File: config.mk
export PLATFORM = sky130hd
export DESIGN_NAME = csrTop
export DESIGN_NICKNAME = d
export VERILOG_FILES = /design/src/csrPkg.sv /design/src/csrTop.sv /design/src/trapLevelRegs.sv /design/src/privilegeControl.sv /design/src/csrBusPort.sv
export SDC_FILE = /design/constraint.sdc
export NUM_CORES = 1
export LEC_CHECK = 0
export ABC_AREA = 1
export BUFFER_PORTS_ARGS = -buffer_cell sky130_fd_sc_hd__buf_2
export CAP_MARGIN = 15
export CORE_MARGIN = 2
export CORE_UTILIZATION = 34
export DETAILED_ROUTE_END_ITERATION = 7
export HOLD_SLACK_MARGIN = 0.03
export PLACE_DENSITY_LB_ADDON = 0.05
export SKIP_LAST_GASP = 1
export SLEW_MARGIN = 15
export SYNTH_ARGS = -nofsm -noshare
export SYNTH_HDL_FRONTEND = slang
export SYNTH_SLANG_ARGS = --single-unit
File: constraint.sdc
create_clock -name clk -period 2.9 [get_ports clk]
set_input_delay 0.435 -clock clk [delete_from_list [all_inputs] [get_ports clk]]
set_output_delay 0.435 -clock clk [all_outputs]
set_load 0.01 [all_outputs]
File: src/csrPkg.sv
// Shared CSR types, address map, status field positions and constants; imported by every unit
`default_nettype none

package csrPkg;

    // ------------------------------------------------------------------------
    // Types
    // ------------------------------------------------------------------------

    // CSR values, pcs and Wishbone data lines
    typedef logic [31:0] word_t;

    // Wishbone address is the CSR number
    typedef logic [11:0] csrAddr_t;

    // Offset inside one privilege level's block
    typedef logic [7:0] csrOffset_t;

    // Exception code only, no interrupt bit
    typedef logic [3:0] cause_t;

    typedef enum logic [1:0] {
        PrivUser       = 2'd0,
        PrivSupervisor = 2'd1,
        PrivMachine    = 2'd3
    } privilege_t;

    // ------------------------------------------------------------------------
    // Address map
    // ------------------------------------------------------------------------

    // Offsets within a level's block
    localparam csrOffset_t OffStatus  = 8'h00;
    localparam csrOffset_t OffEdeleg  = 8'h02;
    localparam csrOffset_t OffTvec    = 8'h05;
    localparam csrOffset_t OffScratch = 8'h40;
    localparam csrOffset_t OffEpc     = 8'h41;
    localparam csrOffset_t OffCause   = 8'h42;
    localparam csrOffset_t OffTval    = 8'h43;

    // Registers outside the trap blocks
    localparam csrAddr_t AddrMisa    = 12'h301;
    localparam csrAddr_t AddrMhartid = 12'hF14;
    localparam csrAddr_t AddrCycle   = 12'hC00;
    localparam csrAddr_t AddrCycleh  = 12'hC80;

    // Block base is the privilege value times 256
    function automatic csrAddr_t levelAddr(privilege_t priv, csrOffset_t off);
        return {2'b00, priv, off};
    endfunction

    // ------------------------------------------------------------------------
    // Status fields
    // ------------------------------------------------------------------------

    localparam int StSie   = 1;
    localparam int StMie   = 3;
    localparam int StSpie  = 5;
    localparam int StMpie  = 7;
    localparam int StSpp   = 8;
    localparam int StMppLo = 11;
    localparam int StMppHi = 12;

    // Bits kept in mstatus, everything else reads zero
    localparam word_t MstatusMask = (word_t'(1) << StSie) | (word_t'(1) << StMie)
                                  | (word_t'(1) << StSpie) | (word_t'(1) << StMpie)
                                  | (word_t'(1) << StSpp) | (word_t'(1) << StMppLo)
                                  | (word_t'(1) << StMppHi);

    // Supervisor view of the same register
    localparam word_t SstatusMask = (word_t'(1) << StSie) | (word_t'(1) << StSpie)
                                  | (word_t'(1) << StSpp);

    // RV32 with I and S extensions
    localparam word_t MisaValue = 32'h4004_0100;

endpackage

`default_nettype wire
File: src/csrTop.sv
// CSR unit top level; joins the Wishbone port, privilege control and the machine and supervisor traps
`timescale 1ns/10ps
`default_nettype none

module csrTop #(
    parameter csrPkg::word_t HartId = '0
) (
    input  logic               clk,
    input  logic               rst,

    // Wishbone classic slave
    input  logic               wbCyc,
    input  logic               wbStb,
    input  logic               wbWe,
    input  csrPkg::csrAddr_t   wbAdr,
    input  csrPkg::word_t      wbDatW,
    output csrPkg::word_t      wbDatR,
    output logic               wbAck,

    // Trap port from the pipeline
    input  logic               trapValid,
    input  csrPkg::cause_t     trapCause,
    input  csrPkg::word_t      trapValue,
    input  csrPkg::word_t      trapPc,
    input  logic               trapReturn,
    input  csrPkg::privilege_t returnPriv,

    output csrPkg::word_t      nextPc,
    output csrPkg::privilege_t privilege
);
    import csrPkg::*;

    logic     regWrite;
    csrAddr_t regAddr;
    word_t    regWData;
    word_t    privRData;
    word_t    machineRData;
    word_t    supervisorRData;
    logic     trapToMachine;
    logic     trapToSupervisor;
    word_t    mHandlerPc;
    word_t    sHandlerPc;
    word_t    mEpc;
    word_t    sEpc;

    csrBusPort #(
        .HartId(HartId)
    ) busPort (
        .clk(clk),
        .rst(rst),
        .wbCyc(wbCyc),
        .wbStb(wbStb),
        .wbWe(wbWe),
        .wbAdr(wbAdr),
        .wbDatW(wbDatW),
        .wbDatR(wbDatR),
        .wbAck(wbAck),
        .privRData(privRData),
        .machineRData(machineRData),
        .supervisorRData(supervisorRData),
        .regWrite(regWrite),
        .regAddr(regAddr),
        .regWData(regWData)
    );

    privilegeControl privCtrl (
        .clk(clk),
        .rst(rst),
        .regWrite(regWrite),
        .regAddr(regAddr),
        .regWData(regWData),
        .regRData(privRData),
        .trapValid(trapValid),
        .trapCause(trapCause),
        .trapReturn(trapReturn),
        .returnPriv(returnPriv),
        .mHandlerPc(mHandlerPc),
        .sHandlerPc(sHandlerPc),
        .mEpc(mEpc),
        .sEpc(sEpc),
        .trapToMachine(trapToMachine),
        .trapToSupervisor(trapToSupervisor),
        .nextPc(nextPc),
        .privilege(privilege)
    );

    trapLevelRegs #(
        .LevelPriv(PrivMachine)
    ) machineRegs (
        .clk(clk),
        .rst(rst),
        .regWrite(regWrite),
        .regAddr(regAddr),
        .regWData(regWData),
        .regRData(machineRData),
        .trapEnter(trapToMachine),
        .trapCause(trapCause),
        .trapValue(trapValue),
        .trapPc(trapPc),
        .handlerPc(mHandlerPc),
        .epc(mEpc)
    );

    trapLevelRegs #(
        .LevelPriv(PrivSupervisor)
    ) supervisorRegs (
        .clk(clk),
        .rst(rst),
        .regWrite(regWrite),
        .regAddr(regAddr),
        .regWData(regWData),
        .regRData(supervisorRData),
        .trapEnter(trapToSupervisor),
        .trapCause(trapCause),
        .trapValue(trapValue),
        .trapPc(trapPc),
        .handlerPc(sHandlerPc),
        .epc(sEpc)
    );

endmodule

`default_nettype wire

File: src/trapLevelRegs.sv
// Trap vector, scratch, epc, cause and tval of one privilege level, selected by LevelPriv
`timescale 1ns/10ps
`default_nettype none

module trapLevelRegs #(
    parameter csrPkg::privilege_t LevelPriv = csrPkg::PrivMachine
) (
    input  logic             clk,
    input  logic             rst,

    // Register access from the bus port
    input  logic             regWrite,
    input  csrPkg::csrAddr_t regAddr,
    input  csrPkg::word_t    regWData,
    output csrPkg::word_t    regRData,

    // Trap entry into this level
    input  logic             trapEnter,
    input  csrPkg::cause_t   trapCause,
    input  csrPkg::word_t    trapValue,
    input  csrPkg::word_t    trapPc,

    output csrPkg::word_t    handlerPc,
    output csrPkg::word_t    epc
);
    import csrPkg::*;

    localparam csrAddr_t AddrTvec    = levelAddr(LevelPriv, OffTvec);
    localparam csrAddr_t AddrScratch = levelAddr(LevelPriv, OffScratch);
    localparam csrAddr_t AddrEpc     = levelAddr(LevelPriv, OffEpc);
    localparam csrAddr_t AddrCause   = levelAddr(LevelPriv, OffCause);
    localparam csrAddr_t AddrTval    = levelAddr(LevelPriv, OffTval);

    // Base only, mode bits are not kept
    logic [29:0] tvecBase;
    word_t       scratch;
    cause_t      cause;
    word_t       tval;

    // ------------------------------------------------------------------------
    // Registers
    // ------------------------------------------------------------------------

    always_ff @(posedge clk) begin
        if (rst) begin
            tvecBase <= '0;
            scratch  <= '0;
            epc      <= '0;
            cause    <= '0;
            tval     <= '0;
        end else begin
            if (regWrite && regAddr == AddrTvec) begin
                tvecBase <= regWData[31:2];
            end
            if (regWrite && regAddr == AddrScratch) begin
                scratch <= regWData;
            end

            // Trap entry beats a bus write to the same register
            if (trapEnter) begin
                epc   <= trapPc;
                cause <= trapCause;
                tval  <= trapValue;
            end else begin
                if (regWrite && regAddr == AddrEpc) begin
                    epc <= regWData;
                end
                if (regWrite && regAddr == AddrCause) begin
                    cause <= regWData[3:0];
                end
                if (regWrite && regAddr == AddrTval) begin
                    tval <= regWData;
                end
            end
        end
    end

    // ------------------------------------------------------------------------
    // Read side
    // ------------------------------------------------------------------------

    always_comb begin
        case (regAddr)
            AddrTvec:    regRData = {tvecBase, 2'b00};
            AddrScratch: regRData = scratch;
            AddrEpc:     regRData = epc;
            AddrCause:   regRData = word_t'(cause);
            AddrTval:    regRData = tval;
            default:     regRData = '0;
        endcase
    end

    assign handlerPc = {tvecBase, 2'b00};

    // Entry follows the single-cycle trap pulse
    trapEnterIsPulse: assert property (
        @(posedge clk) disable iff (rst) trapEnter |=> !trapEnter
    );

endmodule

`default_nettype wire

File: src/privilegeControl.sv
// Current privilege, mstatus and medeleg; picks the trap target and the next pc on trap or return
`timescale 1ns/10ps
`default_nettype none

module privilegeControl (
    input  logic               clk,
    input  logic               rst,

    // Register access from the bus port
    input  logic               regWrite,
    input  csrPkg::csrAddr_t   regAddr,
    input  csrPkg::word_t      regWData,
    output csrPkg::word_t      regRData,

    // Trap and return events
    input  logic               trapValid,
    input  csrPkg::cause_t     trapCause,
    input  logic               trapReturn,
    input  csrPkg::privilege_t returnPriv,

    // From the two trap levels
    input  csrPkg::word_t      mHandlerPc,
    input  csrPkg::word_t      sHandlerPc,
    input  csrPkg::word_t      mEpc,
    input  csrPkg::word_t      sEpc,

    output logic               trapToMachine,
    output logic               trapToSupervisor,
    output csrPkg::word_t      nextPc,
    output csrPkg::privilege_t privilege
);
    import csrPkg::*;

    localparam csrAddr_t AddrMstatus = levelAddr(PrivMachine, OffStatus);
    localparam csrAddr_t AddrMedeleg = levelAddr(PrivMachine, OffEdeleg);
    localparam csrAddr_t AddrSstatus = levelAddr(PrivSupervisor, OffStatus);

    word_t      mstatus;
    word_t      medeleg;
    word_t      nextStatus;
    privilege_t nextPrivilege;
    privilege_t mppPriv;
    logic       delegated;
    logic       mretTaken;
    logic       sretTaken;

    // ------------------------------------------------------------------------
    // Event decode
    // ------------------------------------------------------------------------

    assign delegated        = medeleg[trapCause];
    assign trapToMachine    = trapValid && !delegated;
    assign trapToSupervisor = trapValid && delegated;

    assign mretTaken = trapReturn && (returnPriv == PrivMachine);
    assign sretTaken = trapReturn && (returnPriv == PrivSupervisor);

    // Reserved mpp value 2 returns to user
    assign mppPriv = (mstatus[StMppHi:StMppLo] == 2'b10)
                   ? PrivUser
                   : privilege_t'(mstatus[StMppHi:StMppLo]);

    // ------------------------------------------------------------------------
    // Next status and privilege
    // ------------------------------------------------------------------------

    // Trap or return owns mstatus in its cycle, a bus write only lands otherwise
    always_comb begin
        nextStatus    = mstatus;
        nextPrivilege = privilege;
        if (trapToMachine) begin
            nextStatus[StMpie]           = mstatus[StMie];
            nextStatus[StMie]            = 1'b0;
            nextStatus[StMppHi:StMppLo]  = privilege;
            nextPrivilege                = PrivMachine;
        end else if (trapToSupervisor) begin
            nextStatus[StSpie] = mstatus[StSie];
            nextStatus[StSie]  = 1'b0;
            nextStatus[StSpp]  = privilege[0];
            nextPrivilege      = PrivSupervisor;
        end else if (mretTaken) begin
            nextStatus[StMie]           = mstatus[StMpie];
            nextStatus[StMpie]          = 1'b1;
            nextStatus[StMppHi:StMppLo] = PrivUser;
            nextPrivilege               = mppPriv;
        end else if (sretTaken) begin
            nextStatus[StSie]  = mstatus[StSpie];
            nextStatus[StSpie] = 1'b1;
            nextStatus[StSpp]  = 1'b0;
            nextPrivilege      = mstatus[StSpp] ? PrivSupervisor : PrivUser;
        end else if (regWrite && regAddr == AddrMstatus) begin
            nextStatus = regWData & MstatusMask;
        end else if (regWrite && regAddr == AddrSstatus) begin
            nextStatus = (mstatus & ~SstatusMask) | (regWData & SstatusMask);
        end
    end

    always_ff @(posedge clk) begin
        if (rst) begin
            privilege <= PrivMachine;
            mstatus   <= '0;
            medeleg   <= '0;
        end else begin
            privilege <= nextPrivilege;
            mstatus   <= nextStatus;
            if (regWrite && regAddr == AddrMedeleg) begin
                medeleg <= regWData;
            end
        end
    end

    // ------------------------------------------------------------------------
    // Outputs
    // ------------------------------------------------------------------------

    always_comb begin
        case (regAddr)
            AddrMstatus: regRData = mstatus;
            AddrSstatus: regRData = mstatus & SstatusMask;
            AddrMedeleg: regRData = medeleg;
            default:     regRData = '0;
        endcase
    end

    // Handler on entry, epc of the level left on return
    always_comb begin
        if (trapToMachine) begin
            nextPc = mHandlerPc;
        end else if (trapToSupervisor) begin
            nextPc = sHandlerPc;
        end else if (mretTaken) begin
            nextPc = mEpc;
        end else if (sretTaken) begin
            nextPc = sEpc;
        end else begin
            nextPc = '0;
        end
    end

    privilegeLegal: assert property (
        @(posedge clk) disable iff (rst) privilege != 2'b10
    );

    trapAndReturnExclusive: assert property (
        @(posedge clk) disable iff (rst) !(trapValid && trapReturn)
    );

endmodule

`default_nettype wire

File: src/csrBusPort.sv
// Wishbone classic slave for CSR access; owns ack, the read merge, cycle and identity registers
`timescale 1ns/10ps
`default_nettype none

module csrBusPort #(
    parameter csrPkg::word_t HartId = '0
) (
    input  logic             clk,
    input  logic             rst,

    // Wishbone slave
    input  logic             wbCyc,
    input  logic             wbStb,
    input  logic             wbWe,
    input  csrPkg::csrAddr_t wbAdr,
    input  csrPkg::word_t    wbDatW,
    output csrPkg::word_t    wbDatR,
    output logic             wbAck,

    // Read returns of the register units
    input  csrPkg::word_t    privRData,
    input  csrPkg::word_t    machineRData,
    input  csrPkg::word_t    supervisorRData,

    // Write path to the register units
    output logic             regWrite,
    output csrPkg::csrAddr_t regAddr,
    output csrPkg::word_t    regWData
);
    import csrPkg::*;

    logic [63:0] cycleCount;
    word_t       ownRData;
    logic        request;

    assign request = wbCyc && wbStb;

    // ------------------------------------------------------------------------
    // Handshake
    // ------------------------------------------------------------------------

    // One ack cycle per request, then at least one idle cycle
    always_ff @(posedge clk) begin
        if (rst) begin
            wbAck <= 1'b0;
        end else begin
            wbAck <= request && !wbAck;
        end
    end

    // Master still holds address and data during ack
    assign regWrite = wbAck && request && wbWe;
    assign regAddr  = wbAdr;
    assign regWData = wbDatW;

    // ------------------------------------------------------------------------
    // Counter and identity registers
    // ------------------------------------------------------------------------

    always_ff @(posedge clk) begin
        if (rst) begin
            cycleCount <= '0;
        end else begin
            cycleCount <= cycleCount + 64'd1;
        end
    end

    always_comb begin
        case (wbAdr)
            AddrMisa:    ownRData = MisaValue;
            AddrMhartid: ownRData = HartId;
            AddrCycle:   ownRData = cycleCount[31:0];
            AddrCycleh:  ownRData = cycleCount[63:32];
            default:     ownRData = '0;
        endcase
    end

    // Units return zero for addresses they do not own
    assign wbDatR = ownRData | privRData | machineRData | supervisorRData;

    // Ack only answers a request seen on the previous edge and still held
    ackFollowsRequest: assert property (
        @(posedge clk) disable iff (rst) wbAck |-> $past(request) && request
    );

endmodule

`default_nettype wire

# After elaboration in Yosys (flattened, before gate mapping)
# Index checks and enable logic that the tools add are counted.
# classes
n_addsub	1
magnitude_cmp	1
n_eq_ne	23
muxes	53
bitwise	8
n_reduce_logical	41
# ops
operator	count
32-bit 2-to-1 mux	18
32-bit one-hot mux with 5 select lines	2
32-bit one-hot mux with 3 select lines	2
12-bit by 10-bit == test with 1-bit output, second input constant	8
32-bit OR	3
12-bit by 9-bit == test with 1-bit output, second input constant	6
64-bit by 1-bit adder with 64-bit output, second input constant	1
32-bit by 9-bit OR with 32-bit output	1
12-bit == test, second input constant	2
4-bit 2-to-1 mux	6
1-bit logical AND	21
2-bit 2-to-1 mux	9
2-bit nonzero test	7
1-bit 2-to-1 mux	12
5-bit nonzero test	2
3-bit 2-to-1 mux	3
3-bit AND reduction	3
4-bit by 6-bit < comparator with 1-bit output, second input constant	1
2-bit by 1-bit inequality test with 1-bit output, second input constant	3
6-bit nonzero test	1
5-bit AND reduction	1
1-bit binary-select mux with 4-bit select	1
2-bit == test, second input constant	2
1-bit NOT	4
other kinds (7)	8
# word_totals
register_bits	391
inputBits	121
out_inout_bits	67
word_cells	146

# Logic depth before layout (Yosys ltp)
# Gate-level depths: netlist (run 1).
# depth
ltp_word	14
depth_mapped	14
depth_no_buf	13

# Modules after synthesis
# Synthesis (run 1) repeated with hierarchy kept, for this count alone.
# unflattened
cells_unflattened	3626
hier_area_um2	21790.9
# modules_own_cells
module	instances	cells_per_inst	area_per_inst_um2	seq_area_each_um2
trapLevelRegs (machineRegs)	1	1188	7194.4	2602.5
trapLevelRegs (supervisorRegs)	1	1127	6809.0	2602.5
csrBusPort	1	775	4591.9	1301.2
privilegeControl	1	536	3195.6	820.8

# Least setup slack after synthesis (run 1)
# No wires, ideal clock.
# synth_path
path_type	input to output
from	input port trapCause[0]
to	output port nextPc[16]
t_arrival_ps	1786
t_required_ps	2465
slack_ps	679
path_stages	11
n_path_buf	3
cell_sequence	buf_2 nand2_1 nand3_1 nand3_1 nand3_1 nand2_1 nand2_2 buf_2 buf_2 nand3_1 a22oi_1
# synth_between
elab_chain_cells	5
word_cells_on_any_way	7
cone_classes	4 x mux; 3 x reduce/logical
# synth_lines
item	line	rtl
start, declared	csrTop.sv:22	input csrPkg::cause_t trapCause,
1-bit binary-select mux with 4-bit select (*)	privilegeControl.sv:51	assign delegated = medeleg[trapCause];
1-bit 2-to-1 mux (implied by the code) (*)	privilegeControl.sv:51	
1-bit logical AND or 1-bit logical NOT (tied branches)	privilegeControl.sv:53, privilegeControl.sv:52	
32-bit 2-to-1 mux or 1-bit logical AND (tied branches)	privilegeControl.sv:129, privilegeControl.sv:52	
32-bit 2-to-1 mux (*)	privilegeControl.sv:127	if (trapToMachine) begin
end, declared	csrTop.sv:28	output csrPkg::word_t nextPc,
# Every way passes the cells marked *; elsewhere a longest branch is shown, timed or not. The select of a mux whose other input is x is not followed.

# Worst setup path after layout (run 1)
# layout_path
from	register privCtrl.medeleg[4]
to	output port nextPc[10]
# layout_between
elab_chain_cells	5
word_cells_on_any_way	7
cone_classes	4 x mux; 3 x reduce/logical
# layout_lines
item	line	rtl
start, declared	privilegeControl.sv:39	word_t medeleg;
start signal, assigned	privilegeControl.sv:107	medeleg <= regWData;
1-bit binary-select mux with 4-bit select (*)	privilegeControl.sv:51	
1-bit 2-to-1 mux (implied by the code) (*)	privilegeControl.sv:51	
1-bit logical AND or 1-bit logical NOT (tied branches)	privilegeControl.sv:53, privilegeControl.sv:52	
32-bit 2-to-1 mux or 1-bit logical AND (tied branches)	privilegeControl.sv:129, privilegeControl.sv:52	
32-bit 2-to-1 mux (*)	privilegeControl.sv:127	
# Marked as above.

==> qor.yml, run 1 <==
synth-simple-area-share: 0.325
synth.avg_cell_area_um2: 6.29
layout.nets: 3450
fin_cells: 4126
worst_ep_required_time_ps: 2470
num_rows: 88
worstHoldStart: "wbStb"
worst_slew_pin_slew_ps: 688
dp_hpwl_mm: 68.9
pwr-share-seq: 0.430
die_h_um: 247
clk_latency_ps: 590
worstPathArrival_ps: 2450
pwr-share-clk: 0.465
drt-total-wl_mm: 95.9
first_global_vias: 20200
rsz0062_at_grt: "yes"
comb_power_share: 0.105
vias_per_cell: 5.45
yosysUniqueCellTypes: 39
max-cap-violations: 0
cp-end-kind: "output pin"
final_cell_mix: "nand2_1, nand3_1, inv_1"
yosys-mux-area-fraction: 0
min_period_over_period: 0.994
portBuffers: 187
netSwitchingFraction: 0.277
drc_errors: 0
synth_edf_count: 0
cp_max_fo: 22
crit_type: "flip-flop to output pin"
dieArea_mm2: 0.0608
track_usage: 0.305
placed_cell_area_mm2: 0.0222
ys.flop_type: "dfxtp_1"
synth_xor_area_frac: 0.00350
slew_viol_final: 0
initial_core_util: 0.346
drive_gt1_frac: 0.144
worst_ir_drop_vdd_v: 0.000401
wl_per_cell_um: 23.2
run_status: "complete, no violations"
antenna_found_initial: 3
hold_class: "input port to flip-flop"
cpPeakStageDelay_ps: 400
place_ws_ps: -73.6
synthAdderAreaFrac: 0.000625
final_common_cell: "nand2_1"
fin_setup_tns_ps: 0
cts_buffer_depth: 3
synth_compound_gate_area_share: 0.173
place_congestion: 0.968
cts_root_buf: "clkbuf_16"
p_leak_nw: 10.2
die_x_um: 247
async_flop_share: 0
netlist_area_mm2: 0.0200
cts_made_buffers: 47
drt-initial-drc-count: 2480
min_delay_path_depth: 3
r2r_cells: 14
start_kind: "flip-flop"
drtPass1Iterations: 5
h-tree-depth: 2
syn_to_final_growth_pct: 20.5
p_per_area_mw_per_mm2: 508
r2r_setup_slack_ps: 440
setup_slack_ps: 16.4
hold_end: "busPort.wbAck"
skew_ps: 9.06
cts_sinks: 366
p_int_w: 0.00887
synth_top_family_by_area: "simple AND/OR/NAND/NOR gates"
dp_cells: 4025
multi_input_area_mm2: 0.0103
pin_count: 188
seqCellArea_mm2: 0.00734
rr_endpoint: "privCtrl.mstatus[8]"
worstPathCellList: "inv_2 -> nand2_1 -> nand3_1 -> nand3_2 -> nand3_4 -> nand2_8 -> nand2_8 -> nand3_1 -> a22oi_1 -> buf_2"
r2r-start: "privCtrl.medeleg[4]"
ys_seq_area_frac: 0.366
grt_max_degree: 72
min_period_ps: 2880
clock.fmax_ghz: 0.347
ys_warn_count: 0
grt_pass1_wl_mm: 137
cts_hold_buf: 0
p_sw_w: 0.00339
ys_ff_latch: 366
routed-via-count: 22500
final_hold_viol_count: 0
ant_nets: 0
design_area_mm2: 0.0241
cpMaxStageDelayCell: "a22oi_1"
fillers: 6281
slew_headroom: 0.541
grt-ovfl-total: 0
syn_inst: 3180
cts_tree: "done"
core_area_mm2: 0.0579
clk_pin_slew_ps: 60
syn_nets: 3302
setup_viol: 0
==> synth_stat cells (6+ instances only) <==
cell / number / area, um2
a211oi_1: 48 / 360
a21oi_1: 202 / 1010
a22oi_1: 17 / 128
buf_1: 6 / 22.5
buf_2: 50 / 250
clkbuf_1: 163 / 612
dfxtp_1: 366 / 7330
inv_1: 449 / 1690
inv_2: 13 / 48.8
nand2_1: 645 / 2420
nand3_1: 489 / 2450
nand4_1: 37 / 231
nor2_1: 236 / 886
nor2_2: 8 / 50.1
nor3_1: 40 / 200
o21ai_0: 258 / 1290
o22ai_1: 91 / 569
or2_2: 10 / 62.6
==> power by group through the flow <==
stage          combinational (W)  sequential (W)  clock, W
6_report                 0.00129         0.00527   0.00570
2_1_floorplan           0.000688         0.00531         0
4_1_cts                  0.00123         0.00526   0.00580
3_5_place_dp             0.00118         0.00537         0
5_1_grt                  0.00140         0.00527   0.00598
3_3_place_gp             0.00117         0.00537         0
==> per-layer routing <==
metal  vias up  wire [um]  global-route usage
met5         -          0                   0
met3       133       8710              0.0685
li1      10700          -                   -
met2      1035      40200               0.444
met1     10600      44100               0.445
met4         0       2850              0.0888
==> worst max path at each step <==
stage                        startpoint         end  slack, ps
finish              privCtrl.medeleg[4]  nextPc[10]         20
floorplan                  trapCause[0]  nextPc[16]        680
global placement               wbAdr[5]  wbDatR[16]        -50
global route        privCtrl.medeleg[8]  nextPc[22]        -50
detailed placement             wbAdr[5]  wbDatR[12]        -70
CTS                            wbAdr[5]  wbDatR[16]        -50
==> layout make-up <==
type	instances	share of cell area
multi-input combinational	2133	0.427
inverter	465	0.0737
sequential	366	0.304
antenna	2	0.000208
tap	765	0.0397
clock inverter	9	0.00233
timing repair buffer	315	0.0949
clock buffer	71	0.0583
==> per-stage QoR <==
stage / utilization / hold WS (ps) / total power [W]
after detailed placement: 0.383 / 436 / 0.00655
after CTS: 0.411 / 82.7 / 0.0123
after floorplan: - / 425 / 0.00600
after global routing: 0.416 / 133 / 0.0127
after global placement: 0.383 / 433 / 0.00653
final: 0.416 / 118 / 0.0123
==> state kept, by name, summed over array words and instances (netlist names) <==
register / count
privCtrl.medeleg: 32
machineRegs.scratch: 32
privCtrl.privilege: 2
busPort.wbAck: 1
supervisorRegs.scratch: 32
supervisorRegs.epc: 32
supervisorRegs.tvecBase: 30
machineRegs.tval: 32
busPort.cycleCount: 64
machineRegs.epc: 32
supervisorRegs.cause: 4
machineRegs.cause: 4
supervisorRegs.tval: 32
privCtrl.mstatus: 7
machineRegs.tvecBase: 30
==> timing repair <==
item,in CTS,in global routing
buffers inserted,2,12
cloned,4,1
resized for setup,32,61
pin swaps,5,10
endpoints found under the setup margin,35,54
==> critical path: cells and delay by family, from the launching register on <==
| family | cells | cell delay, ps |
|---|---|---|
| AOI/OAI and AO/OA | 1 | 400 |
| and+or+nand+nor | 7 | 830 |
| DFF | 1 | 310 |
| buffers and inverters | 2 | 300 |
==> logic make-up after synthesis <==
| family | Yosys count |
|---|---|
| simple gates | 1490 |
| buf+inv | 684 |
| compound gates | 631 |
| flops | 366 |
| xor+xnor | 8 |
| fa+ha+maj | 1 |
Power figures use the tool's default switching activity.
==> inputs of run 2 (changes only) <==
- CTS_BUF_LIST: default -> sky130_fd_sc_hd__clkbuf_16
==> run 2 against run 1 <==
  * Register-to-register slack improved by 30 ps
  * Sequential cell count unchanged
  * Sequential power about the same
  * Design area shrank 0.92%
  * Global-route usage hardly changed
  * Core utilization down 0.38 points
  * Largest cell class unchanged
  * Highest routed layer unchanged
  * Final cell count down 0.22%
  * Clock power decreased by 7.4%
  * Sequential share of layout area grew 0.28 points
==> qor.yml, run 2 (synthesis results as in run 1) <==
design_area_mm2: 0.0239  # -0.92%
setup_viol: 0  # unchanged
final_cell_mix: "nand2_1, nand3_1, inv_1"
rsz0062_at_grt: "yes"
totalPowerFinal_w: 0.0118  # -3.4%
clock.fmax_ghz: 0.349  # +0.63%
placed_cell_area_mm2: 0.0222  # unchanged
worst_ep_required_time_ps: 2470  # about the same
die_h_um: 247  # unchanged
grt_pass1_wl_mm: 137  # -0.10%
start_kind: "flip-flop"
first_global_vias: 20200  # -0.22%
place_ws_ps: -73.6  # unchanged
final_hold_viol_count: 0  # unchanged
cp-end-kind: "output pin"
slew_headroom: 0.542  # +0.000650
ant_nets: 0  # unchanged
crit_type: "flip-flop to output pin"
cts_buffer_depth: 3  # unchanged
worst_slew_pin_slew_ps: 687  # -0.974 ps
cts_sinks: 366  # unchanged
grt-ovfl-total: 0  # unchanged
p_per_area_mw_per_mm2: 495  # -2.5%
dieArea_mm2: 0.0608  # unchanged
fillers: 6298  # +0.27%
drt-total-wl_mm: 95.8  # -0.11%
utilization: 0.413  # -0.00384
num_rows: 88  # unchanged
worstPathArrival_ps: 2430  # -20 ps
run_status: "complete, no violations"
wl_per_cell_um: 23.3  # +0.11%
skew_ps: 10.1  # +1.02 ps
antenna_found_initial: 3  # unchanged
final_common_cell: "nand2_1"
seqCellArea_mm2: 0.00734  # unchanged
comb_power_share: 0.109  # +0.004
core_area_mm2: 0.0579  # unchanged
drc_errors: 0  # unchanged
pin_count: 188  # unchanged
pwr-share-seq: 0.445  # +0.015
portBuffers: 187  # unchanged
slew_viol_final: 0  # unchanged
p_leak_nw: 10.1  # -0.74%
cts_root_buf: "clkbuf_16"
min_period_over_period: 0.988  # -0.00626
pwr-share-clk: 0.446  # -0.019
p_sw_w: 0.00338  # -0.32%
max-cap-violations: 0  # unchanged
drive_gt1_frac: 0.137  # -0.00707
cts_made_buffers: 47  # unchanged
track_usage: 0.305  # about the same
p_int_w: 0.00846  # -4.6%
routed-via-count: 22500  # +0.093%
cts_hold_buf: 0  # unchanged
vias_per_cell: 5.46  # +0.31%
die_x_um: 247  # unchanged
multi_input_area_mm2: 0.0103  # about the same
dp_hpwl_mm: 68.9  # unchanged
cp_max_fo: 22  # unchanged
min_period_ps: 2870  # -18.1 ps
top_register: "busPort.cycleCount"
grt_max_degree: 72  # unchanged
largest_register_ffs: 64  # unchanged
drt-initial-drc-count: 2437  # -1.7%
place_congestion: 0.968  # unchanged
hold_class: "input port to flip-flop"
drtPass1Iterations: 6  # +1
h-tree-depth: 2  # unchanged
syn_to_final_growth_pct: 19.4
cts_tree: "done"
netSwitchingFraction: 0.286  # +0.00894
clk_latency_ps: 590  # about the same
setup_slack_ps: 34.5  # +18.1 ps
worst_ir_drop_vdd_v: 0.000406  # +1.3%
layout.nets: 3441  # -0.26%
fin_setup_tns_ps: 0  # unchanged
clk_pin_slew_ps: 50  # about the same
initial_core_util: 0.346  # unchanged
-- run 2: changes by cell type in the layout (fill, tap and decap cells not counted), moves of 3 or more --
cell	previous run	this run
clkbuf_1	10	0
clkbuf_8	14	0
o21ai_0	243	246
a22oi_2	5	9
nand2_1	634	637
nand2_2	10	7
inv_4	4	1
a22oi_1	12	8
buf_4	95	87
buf_6	8	5
inv_1	433	445
o21ai_1	17	14
clkinv_1	3	17
-- run 2: worst max-delay path, stage by stage (launching register included) --
cell     delay [ps]
dfxtp_1         290
inv_1           120
nand2_1          60
nand3_1          90
nand3_2         100
nand3_4         130
nand2_8         110
nand2_8         210
nand3_1         100
a22oi_1         390
buf_2           220
-- run 2: layout make-up --
| type | instances | area share |
|---|---|---|
| inverter | 465 | 0.0739 |
| timing repair buffer | 306 | 0.0925 |
| sequential | 366 | 0.307 |
| clock buffer | 47 | 0.0492 |
| antenna | 2 | 0.000209 |
| multi-input combinational | 2133 | 0.431 |
| clock inverter | 33 | 0.00613 |
| tap | 765 | 0.0401 |
-- run 2: worst paths after layout --
path	startpoint	cells after the start	slack [ps]	end
worst min register to register	busPort.wbAck	1	450	busPort.wbAck
worst min-delay path	wbStb	3	120	busPort.wbAck
worst max register to register	privCtrl.medeleg[5]	14	470	supervisorRegs.tval[3]
worst max-delay path	privCtrl.medeleg[5]	10	30	nextPc[10]
-- run 2: power by group through the flow --
stage	logic (W)	clock network [W]	registers, W
2_1_floorplan	0.000688	0	0.00531
5_1_grt	0.00140	0.00556	0.00527
4_1_cts	0.00122	0.00538	0.00526
3_5_place_dp	0.00118	0	0.00537
3_3_place_gp	0.00117	0	0.00537
6_report	0.00129	0.00528	0.00527
-- run 2: timing repair --
item	in CTS	in global routing
hold endpoints to repair	0	0
pin swaps	2	10
gates resized for setup	24	59
setup buffers	0	5
setup endpoints to repair	35	49
cloned	4	1
-- run 2: stage by stage --
step / std cells / hold WS, ps
6_report: 4117 / 120
3_3_place_gp: 4025 / 433
5_1_grt: 4116 / 134
4_1_cts: 4109 / 83.5
2_1_floorplan: 3180 / 425
3_5_place_dp: 4025 / 436
-- run 2: per-layer routing --
layer	global-route usage	vias to the layer above	routed length, um
li1	-	10700	-
met1	0.446	10600	43900
met2	0.444	1012	40300
met3	0.0671	128	8920
met4	0.0870	0	2700
met5	0	-	0
==> inputs of run 3 (changes only) <==
- PLACE_DENSITY: default -> 0.48
- PLACE_DENSITY_LB_ADDON: 0.05 -> default
==> run 3 against run 2 <==
  * Wire length decreased by 4.5%
  * Combinational power about the same
  * Non-clock buffer count decreased by 4
  * Maximum frequency increased by 0.25%
  * Clock skew increased by 5.5 ps
  * Design area increased by 0.37%
  * Die area unchanged
  * Hold slack got worse by 8.5 ps
  * Clock-buffer cell count unchanged
  * Critical path type unchanged
==> qor.yml, run 3 (synthesis results as in run 1) <==
netSwitchingFraction: 0.277  # -0.00839
die_x_um: 247  # unchanged
r2r_setup_slack_ps: 320  # -150 ps
run_status: "complete, no violations"
design_area_mm2: 0.0240  # +0.37%
slew_headroom: 0.540  # -0.00215
crit_type: "flip-flop to output pin"
drtPass1Iterations: 6  # unchanged
drt-initial-drc-count: 2581  # +5.9%
grt_max_degree: 67  # -6.9%
dp_hpwl_mm: 66.5  # -3.5%
clk_latency_ps: 600  # about the same
die_h_um: 247  # unchanged
pwr-share-clk: 0.464  # +0.018
hold_slack_ps: 111  # -8.51 ps
worst_ep_required_time_ps: 2470  # about the same
drive_gt1_frac: 0.136  # -0.00123
skew_ps: 15.6  # +5.52 ps
drc_errors: 0  # unchanged
slew_viol_final: 0  # unchanged
pwr-share-seq: 0.431  # -0.014
num_rows: 88  # unchanged
portBuffers: 187  # unchanged
worstPathArrival_ps: 2420  # about the same
worst_ir_drop_vdd_v: 0.000423  # +4.1%
grt_pass1_wl_mm: 136  # -0.80%
clk_pin_slew_ps: 60  # about the same
pin_count: 188  # unchanged
clock.fmax_ghz: 0.350  # +0.25%
track_usage: 0.297  # -0.00776
routed-via-count: 22300  # -0.77%
largest_register_ffs: 64  # unchanged
h-tree-depth: 2  # unchanged
p_leak_nw: 10.1  # +0.46%
cts_hold_buf: 0  # unchanged
drt-total-wl_mm: 91.5  # -4.5%
min_period_ps: 2860  # -7.02 ps
start_kind: "flip-flop"
place_ws_ps: -94.6  # -21.0 ps
cp-end-kind: "output pin"
vias_per_cell: 5.42  # -0.75%
n_antenna_cell: 0  # -2
max-cap-violations: 0  # unchanged
final_cell_mix: "nand2_1, nand3_1, inv_1"
syn_to_final_growth_pct: 19.8
final_hold_viol_count: 0  # unchanged
totalPowerFinal_w: 0.0122  # +3.1%
cts_root_buf: "clkbuf_16"
place_congestion: 0.951  # -1.8%
cts_buffer_depth: 3  # unchanged
setup_slack_ps: 41.5  # +7.02 ps
hold_class: "input port to flip-flop"
dieArea_mm2: 0.0608  # unchanged
antenna_found_initial: 1  # -2
fin_cells: 4116  # -0.024%
min_period_over_period: 0.986  # -0.00242
ant_nets: 0  # unchanged
p_sw_w: 0.00338  # +0.11%
worst_slew_pin_slew_ps: 690  # +3.23 ps
core_area_mm2: 0.0579  # unchanged
rsz0062_at_grt: "yes"
p_int_w: 0.00882  # +4.3%
wl_per_cell_um: 22.2  # -4.4%
placed_cell_area_mm2: 0.0221  # -0.30%
setup_viol: 0  # unchanged
final_common_cell: "nand2_1"
cts_made_buffers: 46  # -2.1%
cts_sinks: 366  # unchanged
dp_cells: 4016  # -0.22%
grt-ovfl-total: 0  # unchanged
cts_tree: "done"
top_register: "busPort.cycleCount"
first_global_vias: 20400  # +0.85%
p_per_area_mw_per_mm2: 509  # +2.8%
fillers: 6271  # -0.43%
cp_max_fo: 6  # -73%
comb_power_share: 0.105  # -0.004
layout.nets: 3436  # -0.15%
initial_core_util: 0.346  # unchanged
==> run 3: cell types whose count changed in the layout (fill, tap and decap cells not counted), sizes merged <==
cell      previous run  this run
buf                304       299
bufinv               0         4
clkinv              24        21
inv                474       477
diode                2         0
clkbuf              48        49
clkinvlp             0         1
==> run 3: what timing repair did <==
action / 4_1_cts / 5_1_grt
resized for setup: 24 / 62
gates cloned: 5 / 2
buffers inserted: 4 / 4
endpoints found under the setup margin: 34 / 46
pin swaps: 3 / 10
==> run 3: final cells by class <==
| cell class | instances | area, um2 | share of cell area |
|---|---|---|---|
| clock buffer | 47 | 1180 | 0.0490 |
| clock inverter | 38 | 263 | 0.0110 |
| inverter | 465 | 1750 | 0.0731 |
| multi-input combinational | 2133 | 10300 | 0.431 |
| sequential | 366 | 7330 | 0.306 |
| tap | 765 | 957 | 0.0399 |
| timing repair buffer | 302 | 2170 | 0.0905 |
==> run 3: through the flow <==
step | setup TNS [ps] | util
2_1_floorplan | 0 | -
3_3_place_gp | -163 | 0.382
3_5_place_dp | -307 | 0.382
4_1_cts | -2.35 | 0.410
5_1_grt | -161 | 0.414
6_report | 0 | 0.414
==> run 3: metal layers <==
layer  up-vias  share of wire  track usage
li1      10700              -            -
met1     10500           0.47        0.445
met2       990           0.42        0.430
met3       111          0.091       0.0630
met4         2          0.021       0.0654
met5         -        0.00012            0
==> run 3: worst max-delay path, cell delays in order, from the launching register on <==
cell,delay (ps)
dfxtp_1,320
inv_2,50
nand2_1,80
nand3_1,100
nand3_2,120
nand3_4,130
nand2_8,180
nand2_8,120
clkbuf_16,230
o21ai_0,260
a22oi_2,90
buf_2,160
==> run 3: power groups by stage <==
stage	clock network [W]	registers [W]	logic (W)
final	0.00566	0.00526	0.00128
after global routing	0.00597	0.00527	0.00141
after CTS	0.00576	0.00525	0.00123
after detailed placement	0	0.00536	0.00117
after global placement	0	0.00536	0.00116
after floorplan	0	0.00531	0.000688
==> run 3: final timing paths <==
kind                             start             endpoint  cells past startpoint
hold / removal                   wbStb        busPort.wbAck                      3
setup reg to reg  privCtrl.medeleg[10]  privCtrl.mstatus[1]                     14
setup / recovery   privCtrl.medeleg[9]           nextPc[24]                     11
hold reg to reg          busPort.wbAck        busPort.wbAck                      1
